==> src/verilog/elevator_pkg.sv <==
package elevator_pkg;

    ////////////////////////////////////////
    // Floor numbering
    ////////////////////////////////////////

    // Largest building that a floor number can address
    localparam int MAX_FLOORS = 16;

    // Zero-based floor number
    typedef logic [$clog2(MAX_FLOORS)-1:0] floor_t;

    ////////////////////////////////////////
    // Car status
    ////////////////////////////////////////

    typedef enum logic [1:0] {
        PHASE_STOPPED   = 2'd0,
        PHASE_UP        = 2'd1,
        PHASE_DOWN      = 2'd2,
        PHASE_EMERGENCY = 2'd3
    } car_phase_t;

    // Where the car is and what it is doing
    typedef struct packed {
        floor_t     floor;
        car_phase_t phase;
    } car_status_t;

    ////////////////////////////////////////
    // Strobes and commands
    ////////////////////////////////////////

    // One-cycle strobe with a floor, used for push and serve
    typedef struct packed {
        logic   valid;
        floor_t floor;
    } floor_event_t;

    // Travel request to the car
    typedef struct packed {
        logic   activate;
        logic   up;
        floor_t target;
    } car_command_t;

    function automatic logic is_stopped(input car_phase_t phase);
        return phase == PHASE_STOPPED;
    endfunction

endpackage
==> src/verilog/elevator_request_top.sv <==
`timescale 1ns/1ns

module elevator_request_top #(
    parameter int NUM_FLOORS = 11
) (
    input  logic                       clock,
    input  logic                       reset_n,
    input  logic [NUM_FLOORS-1:0]      call_buttons,
    input  logic [NUM_FLOORS-1:0]      panel_buttons,
    input  logic                       door_open_button,
    input  logic                       door_close_button,
    input  logic                       emergency,
    input  logic                       power_on,
    input  elevator_pkg::car_status_t  car_status,
    output logic [NUM_FLOORS-1:0]      call_lamps,
    output logic [NUM_FLOORS-1:0]      panel_lamps,
    output elevator_pkg::car_command_t command,
    output logic                       door_open_allowed,
    output logic                       door_close_allowed
);

    import elevator_pkg::*;

    logic         flush;
    floor_event_t push;
    floor_event_t serve;
    floor_t       head;
    logic         empty;

    // Lamps and new request detection
    request_register #(
        .NUM_FLOORS (NUM_FLOORS)
    ) request_register_inst (
        .clock         (clock),
        .reset_n       (reset_n),
        .call_buttons  (call_buttons),
        .panel_buttons (panel_buttons),
        .current_floor (car_status.floor),
        .flush         (flush),
        .serve         (serve),
        .push          (push),
        .call_lamps    (call_lamps),
        .panel_lamps   (panel_lamps)
    );

    // Pending floors in arrival order
    floor_queue #(
        .NUM_FLOORS (NUM_FLOORS)
    ) floor_queue_inst (
        .clock   (clock),
        .reset_n (reset_n),
        .flush   (flush),
        .push    (push),
        .serve   (serve),
        .head    (head),
        .empty   (empty)
    );

    car_command_unit car_command_unit_inst (
        .power_on           (power_on),
        .emergency          (emergency),
        .car_status         (car_status),
        .door_open_button   (door_open_button),
        .door_close_button  (door_close_button),
        .head               (head),
        .empty              (empty),
        .flush              (flush),
        .serve              (serve),
        .command            (command),
        .door_open_allowed  (door_open_allowed),
        .door_close_allowed (door_close_allowed)
    );

endmodule

==> src/verilog/car_command_unit.sv <==
`timescale 1ns/1ns

module car_command_unit (
    input  logic                       power_on,
    input  logic                       emergency,
    input  elevator_pkg::car_status_t  car_status,
    input  logic                       door_open_button,
    input  logic                       door_close_button,
    input  elevator_pkg::floor_t       head,
    input  logic                       empty,
    output logic                       flush,
    output elevator_pkg::floor_event_t serve,
    output elevator_pkg::car_command_t command,
    output logic                       door_open_allowed,
    output logic                       door_close_allowed
);

    import elevator_pkg::*;

    logic stopped;
    logic door_ready;
    logic car_ready;
    logic pending;
    logic at_head;

    ////////////////////////////////////////
    // Car condition
    ////////////////////////////////////////

    // Power loss or emergency drops every request
    assign flush = !power_on || emergency;

    assign stopped    = is_stopped(car_status.phase);
    assign door_ready = stopped && power_on;
    assign car_ready  = stopped && !flush;

    // Stopped, powered, no emergency, and something to do
    assign pending = car_ready && !empty;
    assign at_head = (head == car_status.floor);

    ////////////////////////////////////////
    // Serve strobe and travel command
    ////////////////////////////////////////

    always_comb begin
        serve   = '0;
        command = '0;
        if (pending && at_head) begin
            // Car is at the oldest request
            serve.valid = 1'b1;
            serve.floor = head;
        end
        if (pending && !at_head) begin
            command.activate = 1'b1;
            command.up       = (head > car_status.floor);
            command.target   = head;
        end
    end

    ////////////////////////////////////////
    // Door grants
    ////////////////////////////////////////

    assign door_open_allowed  = door_open_button && door_ready;
    assign door_close_allowed = door_close_button && door_ready;

endmodule

==> src/verilog/floor_queue.sv <==
`timescale 1ns/1ns

module floor_queue #(
    parameter int NUM_FLOORS = 11
) (
    input  logic                       clock,
    input  logic                       reset_n,
    input  logic                       flush,
    input  elevator_pkg::floor_event_t push,
    input  elevator_pkg::floor_event_t serve,
    output elevator_pkg::floor_t       head,
    output logic                       empty
);

    import elevator_pkg::*;

    localparam int PTR_W = $clog2(NUM_FLOORS);
    localparam int CNT_W = $clog2(NUM_FLOORS + 1);

    floor_t           slots [NUM_FLOORS];
    logic [PTR_W-1:0] rd_ptr;
    logic [PTR_W-1:0] wr_ptr;
    logic [CNT_W-1:0] count;
    logic             do_push;
    logic             do_pop;
    logic             full;

    // Circular pointer step
    function automatic logic [PTR_W-1:0] advance(input logic [PTR_W-1:0] ptr);
        if (ptr == PTR_W'(NUM_FLOORS - 1)) begin
            return '0;
        end
        return ptr + 1'b1;
    endfunction

    assign do_push = push.valid && !flush;
    assign do_pop  = serve.valid && !flush;

    assign empty = (count == '0);
    assign full  = (count == CNT_W'(NUM_FLOORS));
    assign head  = slots[rd_ptr];

    ////////////////////////////////////////
    // Storage
    ////////////////////////////////////////

    always_ff @(posedge clock) begin
        if (do_push) begin
            slots[wr_ptr] <= push.floor;
        end
    end

    always_ff @(posedge clock or negedge reset_n) begin
        if (!reset_n) begin
            rd_ptr <= '0;
            wr_ptr <= '0;
            count  <= '0;
        end else if (flush) begin
            rd_ptr <= '0;
            wr_ptr <= '0;
            count  <= '0;
        end else begin
            if (do_push) begin
                wr_ptr <= advance(wr_ptr);
            end
            if (do_pop) begin
                rd_ptr <= advance(rd_ptr);
            end
            case ({do_push, do_pop})
                2'b10:   count <= count + 1'b1;
                2'b01:   count <= count - 1'b1;
                default: count <= count;
            endcase
        end
    end

    ////////////////////////////////////////
    // Checks
    ////////////////////////////////////////

    // Lamps keep duplicates out, so the queue can hold every floor at most once
    no_push_when_full: assert property (
        @(posedge clock) disable iff (!reset_n)
        push.valid |-> !full
    ) else $error("push into a full floor queue");

    // Serve must name the floor that the queue offered
    no_serve_when_empty: assert property (
        @(posedge clock) disable iff (!reset_n)
        serve.valid |-> (!empty && serve.floor == head)
    ) else $error("serve while empty or for a floor other than head");

endmodule

==> src/verilog/request_register.sv <==
`timescale 1ns/1ns

module request_register #(
    parameter int NUM_FLOORS = 11
) (
    input  logic                       clock,
    input  logic                       reset_n,
    input  logic [NUM_FLOORS-1:0]      call_buttons,
    input  logic [NUM_FLOORS-1:0]      panel_buttons,
    input  elevator_pkg::floor_t       current_floor,
    input  logic                       flush,
    input  elevator_pkg::floor_event_t serve,
    output elevator_pkg::floor_event_t push,
    output logic [NUM_FLOORS-1:0]      call_lamps,
    output logic [NUM_FLOORS-1:0]      panel_lamps
);

    import elevator_pkg::*;

    logic [NUM_FLOORS-1:0] lit;
    logic [NUM_FLOORS-1:0] eligible;
    logic                  found;
    floor_t                pick;
    logic [NUM_FLOORS-1:0] pick_mask;
    logic [NUM_FLOORS-1:0] serve_mask;
    logic [NUM_FLOORS-1:0] call_next;
    logic [NUM_FLOORS-1:0] panel_next;

    // A floor with either lamp on is already queued
    assign lit = call_lamps | panel_lamps;

    ////////////////////////////////////////
    // New request detection
    ////////////////////////////////////////

    always_comb begin
        for (int i = 0; i < NUM_FLOORS; i++) begin
            eligible[i] = (call_buttons[i] || panel_buttons[i])
                          && !lit[i]
                          && (floor_t'(i) != current_floor);
        end
    end

    // Lowest eligible floor wins, one per cycle
    always_comb begin
        found = 1'b0;
        pick  = '0;
        for (int i = NUM_FLOORS - 1; i >= 0; i--) begin
            if (eligible[i]) begin
                found = 1'b1;
                pick  = floor_t'(i);
            end
        end
    end

    always_comb begin
        for (int i = 0; i < NUM_FLOORS; i++) begin
            pick_mask[i]  = found && (pick == floor_t'(i));
            serve_mask[i] = serve.valid && (serve.floor == floor_t'(i));
        end
    end

    ////////////////////////////////////////
    // Lamp update
    ////////////////////////////////////////

    // Presses on lit floors refresh their lamp; the picked floor lights too
    // Serve clears the car's own floor last, so it wins
    assign call_next  = (call_lamps | (call_buttons & (lit | pick_mask))) & ~serve_mask;
    assign panel_next = (panel_lamps | (panel_buttons & (lit | pick_mask))) & ~serve_mask;

    always_ff @(posedge clock or negedge reset_n) begin
        if (!reset_n) begin
            call_lamps  <= '0;
            panel_lamps <= '0;
            push        <= '0;
        end else if (flush) begin
            call_lamps  <= '0;
            panel_lamps <= '0;
            push        <= '0;
        end else begin
            call_lamps  <= call_next;
            panel_lamps <= panel_next;
            push.valid  <= found;
            push.floor  <= pick;
        end
    end

    // The car must never be asked to go where it already stood at the press
    push_not_current_floor: assert property (
        @(posedge clock) disable iff (!reset_n)
        push.valid |-> (push.floor != $past(current_floor))
    ) else $error("push carries the floor the car was on when it was pressed");

endmodule

==> config.mk <==
export PLATFORM = sky130hd
export DESIGN_NAME = elevator_request_top
export DESIGN_NICKNAME = d
export VERILOG_FILES = /design/src/verilog/elevator_pkg.sv /design/src/verilog/elevator_request_top.sv /design/src/verilog/car_command_unit.sv /design/src/verilog/floor_queue.sv /design/src/verilog/request_register.sv
export SDC_FILE = /design/constraint.sdc
export NUM_CORES = 1
export LEC_CHECK = 0
export BUFFER_PORTS_ARGS = -buffer_cell sky130_fd_sc_hd__buf_2
export CAP_MARGIN = 25
export CORE_ASPECT_RATIO = 1.75
export CORE_UTILIZATION = 40
export DETAILED_ROUTE_END_ITERATION = 12
export SETUP_SLACK_MARGIN = 0.05
export SLEW_MARGIN = 20
export SYNTH_ARGS = -nofsm -noshare
export SYNTH_HDL_FRONTEND = slang
export SYNTH_SLANG_ARGS = --single-unit
export TNS_END_PERCENT = 30
==> constraint.sdc <==
create_clock -name clock -period 5.73 [get_ports clock]
set_clock_uncertainty 0.2 [all_clocks]
set_input_delay 1.146 -clock clock [delete_from_list [all_inputs] [get_ports clock]]
set_output_delay 1.146 -clock clock [all_outputs]
set_load 0.05 [all_outputs]
=== Word level (Yosys, flattened, before mapping) ===
Memories as Yosys holds them, arrays and structs flattened.
Index checks and enable logic that the tools add are counted.

* Bitwise logic cells: 9
* Order comparisons: 1
* Reduce and logical (&&, ||, !) cells: 88
* Muxes and demuxes: 45
* Equality and inequality tests: 35
* $add $sub $neg: 4

{| class="wikitable"
|+ Operators with widths
! operator !! count
|-
| $mux 4 || 20
|-
| $logic_and 1x1->1 || 53
|-
| $and 11x11->11 || 4
|-
| $or 11x11->11 || 4
|-
| $eq 4x3->1 const B || 8
|-
| $eq 4x4->1 const B || 8
|-
| $mux 11 || 2
|-
| $mux 1 || 19
|-
| $eq 4x2->1 const B || 4
|-
| $ne 3x4->1 const A || 4
|-
| $logic_not 1->1 || 15
|-
| $add 4x1->4 const B || 3
|-
| $logic_not 4->1 || 3
|-
| $logic_or 1x1->1 || 12
|-
| $ne 4x4->1 const A || 3
|-
| $not 11->11 || 1
|-
| $mux 5 || 2
|-
| $eq 4x1->1 const B || 2
|-
| $ne 2x4->1 const A || 2
|-
| $pmux 4 s2 || 1
|-
| $mux 6 || 1
|-
| $eq 4x4->1 || 1
|-
| $gt 4x4->1 || 1
|-
| $ne 1x4->1 const A || 1
|-
| 7 further kinds || 8
|}

* Memories: 1
* Bits in writable memories: 44
* Flip-flop bits (word level): 39
* Output and inout bits: 30
* Word-level logic and storage cells: 190

{| class="wikitable"
|+ Memories
! memory !! depth !! width !! rd ports !! clocked after memory_dff !! write ports !! line !! RTL
|-
| floor_queue_inst.slots || 11 || 4 || 1 || 0 || 1 || floor_queue.sv:20 || <nowiki>floor_t slots [NUM_FLOORS];</nowiki>
|}

=== Logic depth before layout (Yosys ltp) ===
Gate-level depths: netlist of run 1.

* Depth after elaboration: 22
* Gate-level depth with buffers: 19
* Mapped depth without buffers: 16

=== By module ===
A second synthesis of run 1 with hierarchy kept.

* Cells, all modules: 444
* Area, all modules: 4559.4 um^2

{| class="wikitable"
|+ By module, submodules not included
! module !! area an instance (um^2) !! cells an instance !! times used !! seq. area each (um^2)
|-
| floor_queue || 2542.4 || 201 || 1 || 1621.6
|-
| request_register || 1808.0 || 214 || 1 || 675.6
|-
| car_command_unit || 209.0 || 29 || 1 || 0.0
|}

=== Worst setup path before layout of run 1 ===
No wires, ideal clock.

* Kind: register to output
* Start: register floor_queue_inst.rd_ptr[0]
* End: output command[4] (netlist name)
* Cell stages (with the launch flop): 11
* Arrival: 2.868 ns
* Data required time: 4.384 ns
* Setup slack: 1.516 ns
* Path through: dfrtp_1 buf_2 buf_2 mux4_2 mux2i_1 o21a_1 inv_1 ha_1 nand4_1 nand2_1 nor2_1

{| class="wikitable"
|+ RTL lines
! what !! line !! RTL
|-
| start: declaration || floor_queue.sv:21 || <nowiki>logic [PTR_W-1:0] rd_ptr;</nowiki>
|-
| start signal: assignment || floor_queue.sv:67 || <nowiki>rd_ptr <= advance(rd_ptr);</nowiki>
|-
| end: declaration || elevator_request_top.sv:17 || <nowiki>output elevator_pkg::car_command_t command,</nowiki>
|}

==> results of run 1 <==
[worst paths after layout]
path	start	end	slack [ns]	depth (start not counted)
max	floor_queue_inst.rd_ptr[0]	command[4]	0.91	9
min	request_register_inst.panel_lamps[0]	request_register_inst.panel_lamps[0]	0.30	1
max reg2reg	floor_queue_inst.rd_ptr[0]	floor_queue_inst.count[3]	1.12	15
min reg2reg	request_register_inst.panel_lamps[0]	request_register_inst.panel_lamps[0]	0.30	1
max in group asynchronous	reset_n	request_register_inst.push[0]	4.05	1
min in group asynchronous	reset_n	request_register_inst.call_lamps[3]	0.73	1
[routing by layer]
metal	part of all wire, %	GRT usage (%)	vias up	wire, um
li1	-	-	1558	-
met5	0	0	-	0
met4	3.3	10.40	0	359
met3	3.5	3.841	20	382
met1	34	20.79	1622	3688
met2	59	42.17	104	6454
[cells by family after synthesis]
family                   count (synthesis)
buffers and inverters                   36
flip-flops                              83
AO/OA/AOI/OAI                           96
XOR/XNOR                                 4
AND/OR/NAND/NOR                        145
adder cells (fa/ha/maj)                 10
multiplexers                            19
[final cells by class]
class	instances	area, um2
fill	945	5276
timing repair buffer	66	337.8
multi-input combinational	274	1780
tap	127	158.9
sequential	83	2297
clock buffer	9	225.2
clock inverter	7	80.08
inverter	22	82.58
[cells in the mapped netlist, drive strengths merged, types with 3 or more instances]
master   n
mux2i   10
a21oi   22
nand3    8
buf      3
o21a    12
dfrtp   39
inv     21
ha       9
a31oi    3
nor3    16
nor3b    4
nand2b   8
mux4     8
edfxtp  44
nor2    60
nor2b    8
o21ai   30
o31ai    3
or4      3
nand2   24
xor2     3
o211ai   6
a211oi   7
clkbuf  11
[worst register-to-register path: stages (launching register included)]
cell	delay, ns
sky130_fd_sc_hd__dfrtp_1	0.76
sky130_fd_sc_hd__mux4_2	0.62
sky130_fd_sc_hd__mux2i_1	0.17
sky130_fd_sc_hd__o21a_1	0.32
sky130_fd_sc_hd__inv_1	0.18
sky130_fd_sc_hd__ha_1	0.32
sky130_fd_sc_hd__nand4_1	0.10
sky130_fd_sc_hd__nand2b_1	0.29
sky130_fd_sc_hd__inv_1	0.15
sky130_fd_sc_hd__ha_1	0.25
sky130_fd_sc_hd__ha_1	0.28
sky130_fd_sc_hd__a21o_1	0.17
sky130_fd_sc_hd__a21oi_1	0.17
sky130_fd_sc_hd__xnor2_1	0.09
sky130_fd_sc_hd__or3_1	0.32
sky130_fd_sc_hd__a21oi_1	0.15
[sequential cells by signal (all words and copies together), names as in the netlist]
signal / cells
request_register_inst.push: 5
floor_queue_inst.count: 4
floor_queue_inst.rd_ptr: 4
floor_queue_inst.wr_ptr: 4
request_register_inst.panel_lamps: 11
request_register_inst.call_lamps: 11
floor_queue_inst.slots: 44
[power groups by stage]
stage	Sequential, uW	Combinational, uW	Clock (uW)
final	635	90.0	596
after detailed placement	647	90.1	0
after global routing	635	98.9	629
after floorplan	651	46.3	0
after CTS	635	90.4	607
after global placement	647	88.7	0
[per-stage QoR]
stage,instances,utilization [%],cell area (um2),hold WS (ns)
4_1_cts,588,48.47,4962,0.3002
2_1_floorplan,393,-,4215,0.3135
5_1_grt,588,48.47,4962,0.3154
3_5_place_dp,572,45.48,4657,0.2849
3_3_place_gp,572,45.48,4657,0.2824
6_report,588,48.47,4962,0.2965
==> impl_results.rst, run 1 <==
.. list-table::
   :header-rows: 1

   * - Metric
     - Value
   * - Slowest cell on the critical path
     - sky130_fd_sc_hd__dfrtp_1
   * - Net count of the finished layout
     - 500
   * - Largest delay share family, worst path
     - multiplexers
   * - Flop pwr share
     - 48.1%
   * - Period utilization
     - 84.20%
   * - PnR Total Power
     - between 1000 and 1500 uW
   * - Vias in the first global route
     - 3,253
   * - Number of distinct standard cells referenced by the synthesized netlist
     - 56
   * - Average via count per standard cell
     - approximately 5.6
   * - Sw Share
     - about a quarter
   * - First-pass GRT wire length
     - approximately 17,000 um
   * - Critical path capture point type
     - output pin
   * - Slew @ Worst Pin
     - 0.9383 ns
   * - Std cell rows
     - 49
   * - Comb power frac
     - roughly 6.8%
   * - Post-CTS sizing
     - 0
   * - Number of buffer and inverter stages on the critical path
     - 2
   * - Worst endpoint required time
     - around 4.4 ns
   * - Floorplan die width
     - 79.60 um
   * - Main synth FF type
     - sky130_fd_sc_hd__edfxtp_1
   * - Core box area
     - 10,240 um2
   * - Clock buffer count from CTS
     - 9
   * - Clock Sinks
     - 83
   * - Detailed-routing iteration count for the pre-antenna-repair pass
     - 6
   * - Total negative slack for setup checks
     - 0 ns
   * - Final critical delay including setup and external delays
     - 4.825 ns
   * - GR Overflow Total
     - 0
   * - Power Dens Cells
     - 266.3 nW/um2
   * - Maximum Capacitance Violations
     - 0
   * - Compound-Gate Fraction of Synth Area
     - 14.66%
   * - Status
     - finished, final reports clean
   * - Global-route usage over all layers
     - a little over a fifth
   * - Height of the chip
     - 137.8 um
   * - Antenna violations before repair
     - 0
   * - Number of setup violations in the final report
     - 0
   * - Via total after detailed routing
     - 3,304
   * - Number of nets with antenna violations after routing
     - 0
   * - Total wirelength of the detailed-routed design
     - 10,880 um
   * - Most frequent cells in the layout
     - 63 x sky130_fd_sc_hd__buf_2, 60 x sky130_fd_sc_hd__nor2_1, 44 x sky130_fd_sc_hd__edfxtp_1
   * - Die outline area
     - about 11,000 um2
   * - Setup repair after global routing missed its margin
     - no
   * - Total I/O pin count
     - 64
   * - CTS Hold Bufs
     - 0
   * - Worst-path clk slew
     - 0.07 ns
   * - Highest attainable clock frequency
     - 207.3 MHz
   * - Largest net degree at the start of global routing
     - 40
   * - Crit Path Max Fanout
     - 14
   * - Post-CTS setup buffer count
     - 0
   * - Inserted Diodes
     - 0
   * - Syn Inst Count
     - 393
   * - Reported net switching power
     - 316.4 uW
   * - Detail Placement HPWL
     - roughly 8300 um
   * - Launching element type of the critical path
     - register
   * - Area contributors post-synth
     - sky130_fd_sc_hd__edfxtp_1 31%, sky130_fd_sc_hd__dfrtp_1 23%, sky130_fd_sc_hd__nor2_1 5.3%
   * - CTS H-Tree Depth
     - 3
   * - Fraction of synthesized area in multiplexers
     - 6.916%
   * - Leak Pwr
     - 0.002048 uW
   * - VDD IR max
     - 195.4 uV
   * - Share of flip-flops with an asynchronous set or reset after synthesis
     - 46.99%
   * - Final routed wire length divided by cell count
     - about 19 um
   * - Critical path class
     - reg2out
   * - Signed area change from the synthesized netlist to the final layout
     - 17.72%
   * - Global placer's final weighted congestion
     - 0.8906
   * - Part of the Yosys area used for sequential elements
     - roughly 54%
   * - Effective utilization at floorplan
     - approximately two fifths
   * - Number of remaining DRC errors
     - 0
   * - Post-synthesis cell type with the largest combined area
     - sky130_fd_sc_hd__edfxtp_1
   * - Int Power
     - 1005 uW
   * - Clock Power Share
     - 45.1%
   * - Number of synthesized flops with an enable pin
     - 44
   * - Synthesized netlist net count
     - 437
   * - Longest individual stage delay on the worst path
     - 0.76 ns
   * - Commonest non-fill, non-tap cell in the layout
     - sky130_fd_sc_hd__buf_2
   * - Area share of and/or/nand/nor cells after synthesis
     - 16.68%
   * - Area share of xor/xnor cells in the synthesized design
     - less than 1%
   * - Fraction of layout cells with a size suffix above 1
     - 21.69%
   * - PortBufs
     - 63
   * - DRT iter0 DRCs
     - 206
   * - Class of the most critical hold timing path
     - reg2reg
   * - Final setup slack of the worst path
     - roughly 0.9 ns
   * - Clock latency at the later pin of the worst-skew pair
     - 0.34 ns
   * - Number of max-slew violations in the final report
     - 0
   * - Worst rel slew slack
     - 37.32%
   * - Largest family of logic cells by synthesized area
     - simple AND/OR/NAND/NOR gates
   * - CTS Root Cell
     - sky130_fd_sc_hd__clkbuf_16
   * - CTS tree
     - yes
   * - FF+latch count, synth
     - 83
   * - Critical path arrival
     - 3.48 ns
   * - Synthesis warning total
     - 0
   * - Cell area after technology mapping
     - 4215 um2
   * - Clock Path Buffers
     - 2
   * - Adder and majority cell fraction of the synthesized area
     - between 3 and 4%
   * - Proportion of netlist area held by the largest area contributor
     - 31.34%
   * - Number of endpoints with negative hold slack in the final report
     - 0
   * - Critical Path, Cell by Cell
     - mux4_2, mux2i_1, o21a_1, inv_1, ha_1, nand4_1, nand2_1, nor2_1, buf_2
   * - Post-placement setup slack
     - 1.155 ns
   * - Mean area per synthesized cell
     - 10.73 um2
(Power assumes the default switching activity.)
==> inputs of run 2 (changes only) <==
==> constraint.sdc (replaced) <==
create_clock -name clock -period 3.9 [get_ports clock]
set_clock_uncertainty 0.2 [all_clocks]
set_input_delay 0.78 -clock clock [delete_from_list [all_inputs] [get_ports clock]]
set_output_delay 0.78 -clock clock [all_outputs]
set_load 0.05 [all_outputs]
==> impl_results.rst, run 2 (synthesis results as in run 1) <==
.. list-table::
   :header-rows: 1

   * - Metric
     - Value
   * - Status
     - finished, final reports clean
   * - Number of setup violations in the final report
     - 0 (unchanged)
   * - Slew @ Worst Pin
     - 1.102 ns (+0.1635 ns)
   * - Highest attainable clock frequency
     - 259.5 MHz
   * - VDD IR max
     - 242.2 uV (+24%)
   * - Post-layout instance count excluding filler cells
     - 600 (+2.0%)
   * - Final critical delay including setup and external delays
     - between 3 and 4 ns
   * - Leak Pwr
     - 0.002120 uW (+3.5%)
   * - Number of remaining DRC errors
     - 0 (unchanged)
   * - Final routed wire length divided by cell count
     - 18.71 um (+1.1%)
   * - Slack of the worst reg-to-reg path
     - 0.11 ns (-1.01 ns)
   * - Critical path arrival
     - 2.87 ns (-0.61 ns)
   * - Class of the most critical hold timing path
     - in2async
   * - Clock Path Buffers
     - 2 (unchanged)
   * - Critical path capture point type
     - output pin
   * - Worst-path clk slew
     - 0.06 ns (about the same)
   * - Final instance area
     - 5171 um2 (+4.2%)
   * - Total I/O pin count
     - 64 (unchanged)
   * - Fill cell total of the finished layout
     - 935 (-1.1%)
   * - Number of placed instances with taps included
     - 579 (+1.2%)
   * - Core box area
     - 10,240 um2 (unchanged)
   * - Largest regs
     - floor_queue_inst.slots x44, request_register_inst.call_lamps x11, request_register_inst.panel_lamps x11
   * - Signed area change from the synthesized netlist to the final layout
     - 22.68%
   * - R2R Path End
     - floor_queue_inst.count[3]
   * - Height of the chip
     - 137.8 um (unchanged)
   * - PnR Total Power
     - 1851 uW (+40%)
   * - Worst rel slew slack
     - 25.87% (-11 points)
   * - Die outline area
     - 10,970 um2 (unchanged)
   * - Average via count per standard cell
     - 5.608 (-0.19%)
   * - Worst endpoint required time
     - 2.92 ns (-1.46 ns)
   * - Global placer's final weighted congestion
     - 0.8852 (-0.61%)
   * - DRT iter0 DRCs
     - 274 (+33%)
   * - Clock buffer count from CTS
     - 9 (unchanged)
   * - Detail Placement HPWL
     - 8653 um (+4.4%)
   * - Vias in the first global route
     - 3,302 (+1.5%)
   * - Std cell rows
     - 49 (unchanged)
   * - First-pass GRT wire length
     - 17,290 um (+3.1%)
   * - Net count of the finished layout
     - 512 (+2.4%)
   * - CTS H-Tree Depth
     - 3 (unchanged)
   * - Total negative slack for setup checks
     - 0 ns (unchanged)
   * - Period utilization
     - 98.82%
   * - Antenna violations before repair
     - 0 (unchanged)
   * - GR Overflow Total
     - 0 (unchanged)
   * - Number of endpoints with negative hold slack in the final report
     - 0 (unchanged)
   * - Crit Path Max Fanout
     - 6 (-8)
   * - Clock latency at the later pin of the worst-skew pair
     - 0.33 ns (about the same)
   * - Reg2reg start
     - floor_queue_inst.rd_ptr[0]
   * - Number of flip-flops in the largest register
     - 44 (unchanged)
   * - Number of nets with antenna violations after routing
     - 0 (unchanged)
   * - Detailed-routing iteration count for the pre-antenna-repair pass
     - 4 (-2)
   * - Maximum Capacitance Violations
     - 0 (unchanged)
   * - CTS Root Cell
     - sky130_fd_sc_hd__clkbuf_16
   * - Floorplan die width
     - 79.60 um (unchanged)
   * - Inserted Diodes
     - 0 (unchanged)
   * - Clock Sinks
     - 83 (unchanged)
   * - Power Dens Cells
     - 357.9 nW/um2 (+34%)
   * - Effective utilization at floorplan
     - 41.17% (unchanged)
   * - Via total after detailed routing
     - 3,365 (+1.8%)
   * - Most frequent cells in the layout
     - 60 x sky130_fd_sc_hd__nor2_1, 57 x sky130_fd_sc_hd__buf_2, 44 x sky130_fd_sc_hd__edfxtp_1
   * - Standard cell area after detailed placement
     - 4722 um2 (+1.4%)
   * - PortBufs
     - 63 (unchanged)
   * - Critical path class
     - reg2out
   * - Register ranked first by flip-flop count
     - floor_queue_inst.slots
   * - CTS Hold Bufs
     - 0 (unchanged)
   * - Number of max-slew violations in the final report
     - 0 (unchanged)
   * - Largest net degree at the start of global routing
     - 40 (unchanged)
   * - Launching element type of the critical path
     - register
   * - Commonest non-fill, non-tap cell in the layout
     - sky130_fd_sc_hd__nor2_1
   * - Depth of the worst register-to-register path
     - 15 (unchanged)
   * - Global-route usage over all layers
     - 21.79% (+0.30 points)
   * - Fraction of layout cells with a size suffix above 1
     - 26.64% (+4.9 points)
   * - Setup repair after global routing missed its margin
     - yes
   * - CTS tree
     - yes
   * - Total wirelength of the detailed-routed design
     - 11,230 um (+3.2%)
run 2: power by group:
| group | internal [uW] | switching [uW] | total, uW | leakage, uW |
|---|---|---|---|---|
| logic | 53.5 | 90.0 | 143 | 0.00100 |
| registers | 926 | 8.54 | 934 | 0.000983 |
| clock network | 448 | 325 | 773 | 0.000133 |
run 2: critical path, cell delays in order (launching register included):
cell and delay, ns:
sky130_fd_sc_hd__dfrtp_2 0.43, sky130_fd_sc_hd__clkbuf_16 0.17, sky130_fd_sc_hd__mux4_2 0.48, sky130_fd_sc_hd__mux2_2 0.28
sky130_fd_sc_hd__o21ai_1 0.21, sky130_fd_sc_hd__ha_1 0.27, sky130_fd_sc_hd__nand4_1 0.15, sky130_fd_sc_hd__nand2_2 0.14
sky130_fd_sc_hd__nor2_1 0.20, sky130_fd_sc_hd__buf_4 0.22
run 2: worst max path at each step:
| stage | slack [ns] | startpoint | cells after the start | end |
|---|---|---|---|---|
| 6_report | 0.05 | floor_queue_inst.rd_ptr[0] | 9 | command[2] |
| 5_1_grt | -0.06 | floor_queue_inst.rd_ptr[0] | 13 | command[4] |
| 4_1_cts | 0.06 | floor_queue_inst.rd_ptr[0] | 13 | command[4] |
| 3_5_place_dp | -0.06 | floor_queue_inst.rd_ptr[0] | 17 | floor_queue_inst.count[3] |
| 3_3_place_gp | 0.12 | floor_queue_inst.rd_ptr[0] | 17 | floor_queue_inst.count[3] |
| 2_1_floorplan | 0.05 | floor_queue_inst.rd_ptr[0] | 18 | floor_queue_inst.count[3] |
run 2: area by class of cell:
| class | count | area [um2] | area share [%] |
|---|---|---|---|
| clock buffer | 12 | 246.5 | 4.767 |
| clock inverter | 4 | 26.28 | 0.5081 |
| inverter | 22 | 85.08 | 1.645 |
| multi-input combinational | 274 | 1863 | 36.03 |
| sequential | 83 | 2298 | 44.45 |
| tap | 127 | 158.9 | 3.073 |
| timing repair buffer | 78 | 493.0 | 9.533 |
run 2: metrics by stage:
| stage | setup slack, ns | hold WS (ns) | utilization, % |
|---|---|---|---|
| after floorplan | 0.05394 | 0.2844 | - |
| after global placement | 0.1199 | 0.2836 | 46.12 |
| after detailed placement | -0.06054 | 0.2881 | 46.12 |
| after CTS | 0.05891 | 0.3091 | 49.08 |
| after global routing | -0.06174 | 0.1406 | 50.51 |
| final | 0.04600 | 0.1316 | 50.51 |
run 2: routing by layer:
layer | vias to the layer above | GRT usage (%) | routed length [um]
met4 | 0 | 9.293 | 350
met1 | 1682 | 21.50 | 3808
met2 | 74 | 43.73 | 6821
met5 | - | 0 | 0
met3 | 25 | 2.715 | 247
li1 | 1584 | - | -
run 2: what timing repair did:
item	in CTS	in global routing
resized for setup	5	27
gates cloned	0	1
pin swaps	1	8
setup buffers	2	1
setup endpoints to repair	7	7
endpoints found under the hold margin	0	0
==> inputs of run 3 (changes only) <==
==> constraint.sdc (replaced) <==
create_clock -name clock -period 3.9 [get_ports clock]
set_clock_uncertainty 0.2 [all_clocks]
set_input_delay 1.17 -clock clock [delete_from_list [all_inputs] [get_ports clock]]
set_output_delay 1.17 -clock clock [all_outputs]
set_load 0.05 [all_outputs]
==> impl_results.rst, run 3 (synthesis results as in run 1) <==
.. list-table::
   :header-rows: 1

   * - Metric
     - Value
   * - Average via count per standard cell
     - 5.393 (-3.8%)
   * - Worst-path clk slew
     - 0.06 ns (about the same)
   * - Global-route usage over all layers
     - 22.22% (+0.43 points)
   * - Worst setup path end
     - command[1]
   * - Number of flip-flops in the largest register
     - 44 (unchanged)
   * - Height of the chip
     - 137.8 um (unchanged)
   * - Critical path arrival
     - 2.76 ns (-0.11 ns)
   * - Total negative slack for setup checks
     - -1.293 ns (-1.293 ns)
   * - DRT iter0 DRCs
     - 152 (-45%)
   * - R2R Path End
     - floor_queue_inst.count[3]
   * - Clock Sinks
     - 83 (unchanged)
   * - Detailed-routing iteration count for the pre-antenna-repair pass
     - 4 (unchanged)
   * - Leak Pwr
     - 0.002287 uW (+7.9%)
   * - Critical path capture point type
     - output pin
   * - Power Dens Cells
     - 353.1 nW/um2 (-1.3%)
   * - Flop pwr share
     - 47.9% (-2.6 points)
   * - CTS tree
     - yes
   * - Floorplan die width
     - 79.60 um (unchanged)
   * - Final critical delay including setup and external delays
     - 4.131 ns (+0.2769 ns)
   * - Longest individual stage delay on the worst path
     - 0.50 ns (+0.02 ns)
   * - Clock latency at the later pin of the worst-skew pair
     - 0.34 ns (about the same)
   * - Post-layout instance count excluding filler cells
     - 631 (+5.2%)
   * - Reported net switching power
     - 458.5 uW (+8.2%)
   * - Depth of the worst register-to-register path
     - 16 (+1)
   * - Launching element type of the critical path
     - register
   * - Failing checks
     - negative setup slack
   * - Largest delay share family, worst path
     - multiplexers
   * - Crit Path Max Fanout
     - 6 (unchanged)
   * - Global placer's final weighted congestion
     - 0.9411 (+6.3%)
   * - Sw Share
     - 23.54% (+0.64 points)
   * - Slack of the worst reg-to-reg path
     - 0.18 ns (+0.07 ns)
   * - Number of buffer and inverter stages on the critical path
     - 4 (+2)
   * - Signed area change from the synthesized netlist to the final layout
     - 30.84%
   * - PortBufs
     - 63 (unchanged)
   * - Fraction of layout cells with a size suffix above 1
     - 32.54% (+5.9 points)
   * - Worst endpoint required time
     - 2.53 ns (-0.39 ns)
   * - Total I/O pin count
     - 64 (unchanged)
   * - Vias in the first global route
     - 3,330 (+0.85%)
   * - Clock Power Share
     - 43.9% (+2.1 points)
   * - Stages on worst setup path
     - 11 (+2)
   * - Reg2reg start
     - floor_queue_inst.rd_ptr[0]
   * - GR Overflow Total
     - 0 (unchanged)
   * - Highest attainable clock frequency
     - 242.1 MHz (-6.7%)
   * - Largest net degree at the start of global routing
     - 40 (unchanged)
   * - Core box area
     - 10,240 um2 (unchanged)
   * - Comb power frac
     - 8.1% (+0.3 points)
   * - CTS H-Tree Depth
     - 3 (unchanged)
   * - Final setup slack of the worst path
     - -0.2309 ns (-0.2769 ns)
   * - Register ranked first by flip-flop count
     - floor_queue_inst.slots
   * - Number of setup violations in the final report
     - 6 (+6)
   * - Slew @ Worst Pin
     - 0.5715 ns (-0.5302 ns)
   * - Critical Path, Cell by Cell
     - buf_6, mux4_2, mux2i_1, o21a_1, inv_2, ha_4, nand4_1, nand2_4, buf_12, nor2_4, buf_8
   * - Total wirelength of the detailed-routed design
     - 11,680 um (+4.1%)
   * - Maximum Capacitance Violations
     - 0 (unchanged)
   * - Die outline area
     - 10,970 um2 (unchanged)
   * - Most frequent cells in the layout
     - 57 x sky130_fd_sc_hd__buf_2, 55 x sky130_fd_sc_hd__nor2_1, 44 x sky130_fd_sc_hd__edfxtp_1
   * - Inserted Diodes
     - 0 (unchanged)
   * - Start point of the critical path
     - floor_queue_inst.rd_ptr[0]
   * - Critical path class
     - reg2out
   * - Via total after detailed routing
     - 3,403 (+1.1%)
   * - Clock buffer count from CTS
     - 9 (unchanged)
   * - Fill cell total of the finished layout
     - 890 (-4.8%)
   * - First-pass GRT wire length
     - 17,410 um (+0.68%)
   * - Effective utilization at floorplan
     - 41.17% (unchanged)
   * - Number of max-slew violations in the final report
     - 0 (unchanged)
   * - Class of the most critical hold timing path
     - reg2reg
   * - Status
     - finished, violations left
   * - VDD IR max
     - 281.4 uV (+16%)
   * - Int Power
     - 1489 uW (+4.3%)
   * - Antenna violations before repair
     - 0 (unchanged)
   * - Largest regs
     - floor_queue_inst.slots x44, request_register_inst.call_lamps x11, request_register_inst.panel_lamps x11
   * - Std cell rows
     - 49 (unchanged)
   * - Number of endpoints with negative hold slack in the final report
     - 0 (unchanged)
   * - PnR Total Power
     - 1947 uW (+5.2%)
   * - Clock Path Buffers
     - 2 (unchanged)
   * - End-of-flow core utilization
     - 53.87% (+3.4 points)
   * - Commonest non-fill, non-tap cell in the layout
     - sky130_fd_sc_hd__buf_2
   * - Slowest cell on the critical path
     - sky130_fd_sc_hd__mux4_2
   * - Number of remaining DRC errors
     - 0 (unchanged)
   * - Number of nets with antenna violations after routing
     - 0 (unchanged)
   * - Number of placed instances with taps included
     - 607 (+4.8%)
   * - Net count of the finished layout
     - 543 (+6.1%)
   * - Setup repair after global routing missed its margin
     - yes
   * - Post-placement setup slack
     - -0.03008 ns (+0.03046 ns)
   * - Final routed wire length divided by cell count
     - 18.52 um (-1.1%)
   * - Detail Placement HPWL
     - 9058 um (+4.7%)
   * - Period utilization
     - 105.9% (+7.1 points)
   * - CTS Root Cell
     - sky130_fd_sc_hd__clkbuf_16
   * - Worst rel slew slack
     - 61.76% (+36 points)
## run 3: changes by cell type in the layout (fill, tap and decap cells not counted), moves of 2 or more
| cell | change |
|---|---|
| sky130_fd_sc_hd__clkinvlp_4 | +2 |
| sky130_fd_sc_hd__clkbuf_1 | -2 |
| sky130_fd_sc_hd__nor2_1 | -5 |
| sky130_fd_sc_hd__nor2_4 | +5 |
| sky130_fd_sc_hd__buf_8 | +4 |
| sky130_fd_sc_hd__buf_6 | +2 |
| sky130_fd_sc_hd__inv_6 | +2 |
| sky130_fd_sc_hd__buf_4 | +26 |
## run 3: how the worst min path moves through the flow
stage                                               start                                     to  cells past startpoint
floorplan                       floor_queue_inst.count[2]              floor_queue_inst.count[2]                      2
global placement    request_register_inst.panel_lamps[10]  request_register_inst.panel_lamps[10]                      2
detailed placement   request_register_inst.panel_lamps[0]   request_register_inst.panel_lamps[0]                      1
CTS                  request_register_inst.panel_lamps[0]   request_register_inst.panel_lamps[0]                      1
global route         request_register_inst.panel_lamps[1]   request_register_inst.panel_lamps[1]                      1
finish               request_register_inst.panel_lamps[1]   request_register_inst.panel_lamps[1]                      1
## run 3: metrics by stage
stage | area (um2) | hold slack (ns)
floorplan | 4314 | 0.3135
global placement | 4992 | 0.2977
detailed placement | 4992 | 0.3029
finish | 5515 | 0.3148
global route | 5515 | 0.3399
CTS | 5395 | 0.3190
## run 3: area by class of cell
class                   count  area (um2)  share of cell area, %
well taps                 127       158.9                  2.881
flip-flops and latches     83        2298                  41.67
inverters                  22       86.33                  1.565
clock buffers               9       225.2                  4.083
clock inverters             7       76.32                  1.384
repair buffers            109       758.2                  13.75
multi-input cells         274        1912                  34.66
## run 3: metal layers
layer | global-route usage (%) | vias up | wire length (um)
met5 | 0 | - | 0
met4 | 9.091 | 0 | 339
met3 | 4.106 | 21 | 297
met2 | 45.11 | 71 | 6934
met1 | 20.77 | 1667 | 4113
li1 | - | 1644 | -
## run 3: what timing repair did
action	4_1_cts	5_1_grt
gates resized for setup	19	10
pin swaps	5	8
hold buffers	0	0
setup endpoints to repair	7	7
cloned	0	0
setup buffers	3	4
## run 3: worst reg2reg max path, delay by kind of cell (launching register included)
| kind | cells | cell delay [ns] |
|---|---|---|
| xor+xnor | 1 | 0.09 |
| flops | 1 | 0.42 |
| fa+ha+maj | 3 | 0.62 |
| compound gates | 4 | 0.66 |
| mux | 2 | 0.64 |
| simple gates | 3 | 0.71 |
| buf+inv | 3 | 0.29 |
## run 3: power by group through the flow
| stage | Clock, uW | Sequential [uW] | Combinational (uW) |
|---|---|---|---|
| final | 856 | 933 | 158 |
| after floorplan | 0 | 956 | 69.9 |
| after CTS | 874 | 933 | 151 |
| after global placement | 0 | 950 | 146 |
| after detailed placement | 0 | 951 | 148 |
| after global routing | 905 | 934 | 171 |
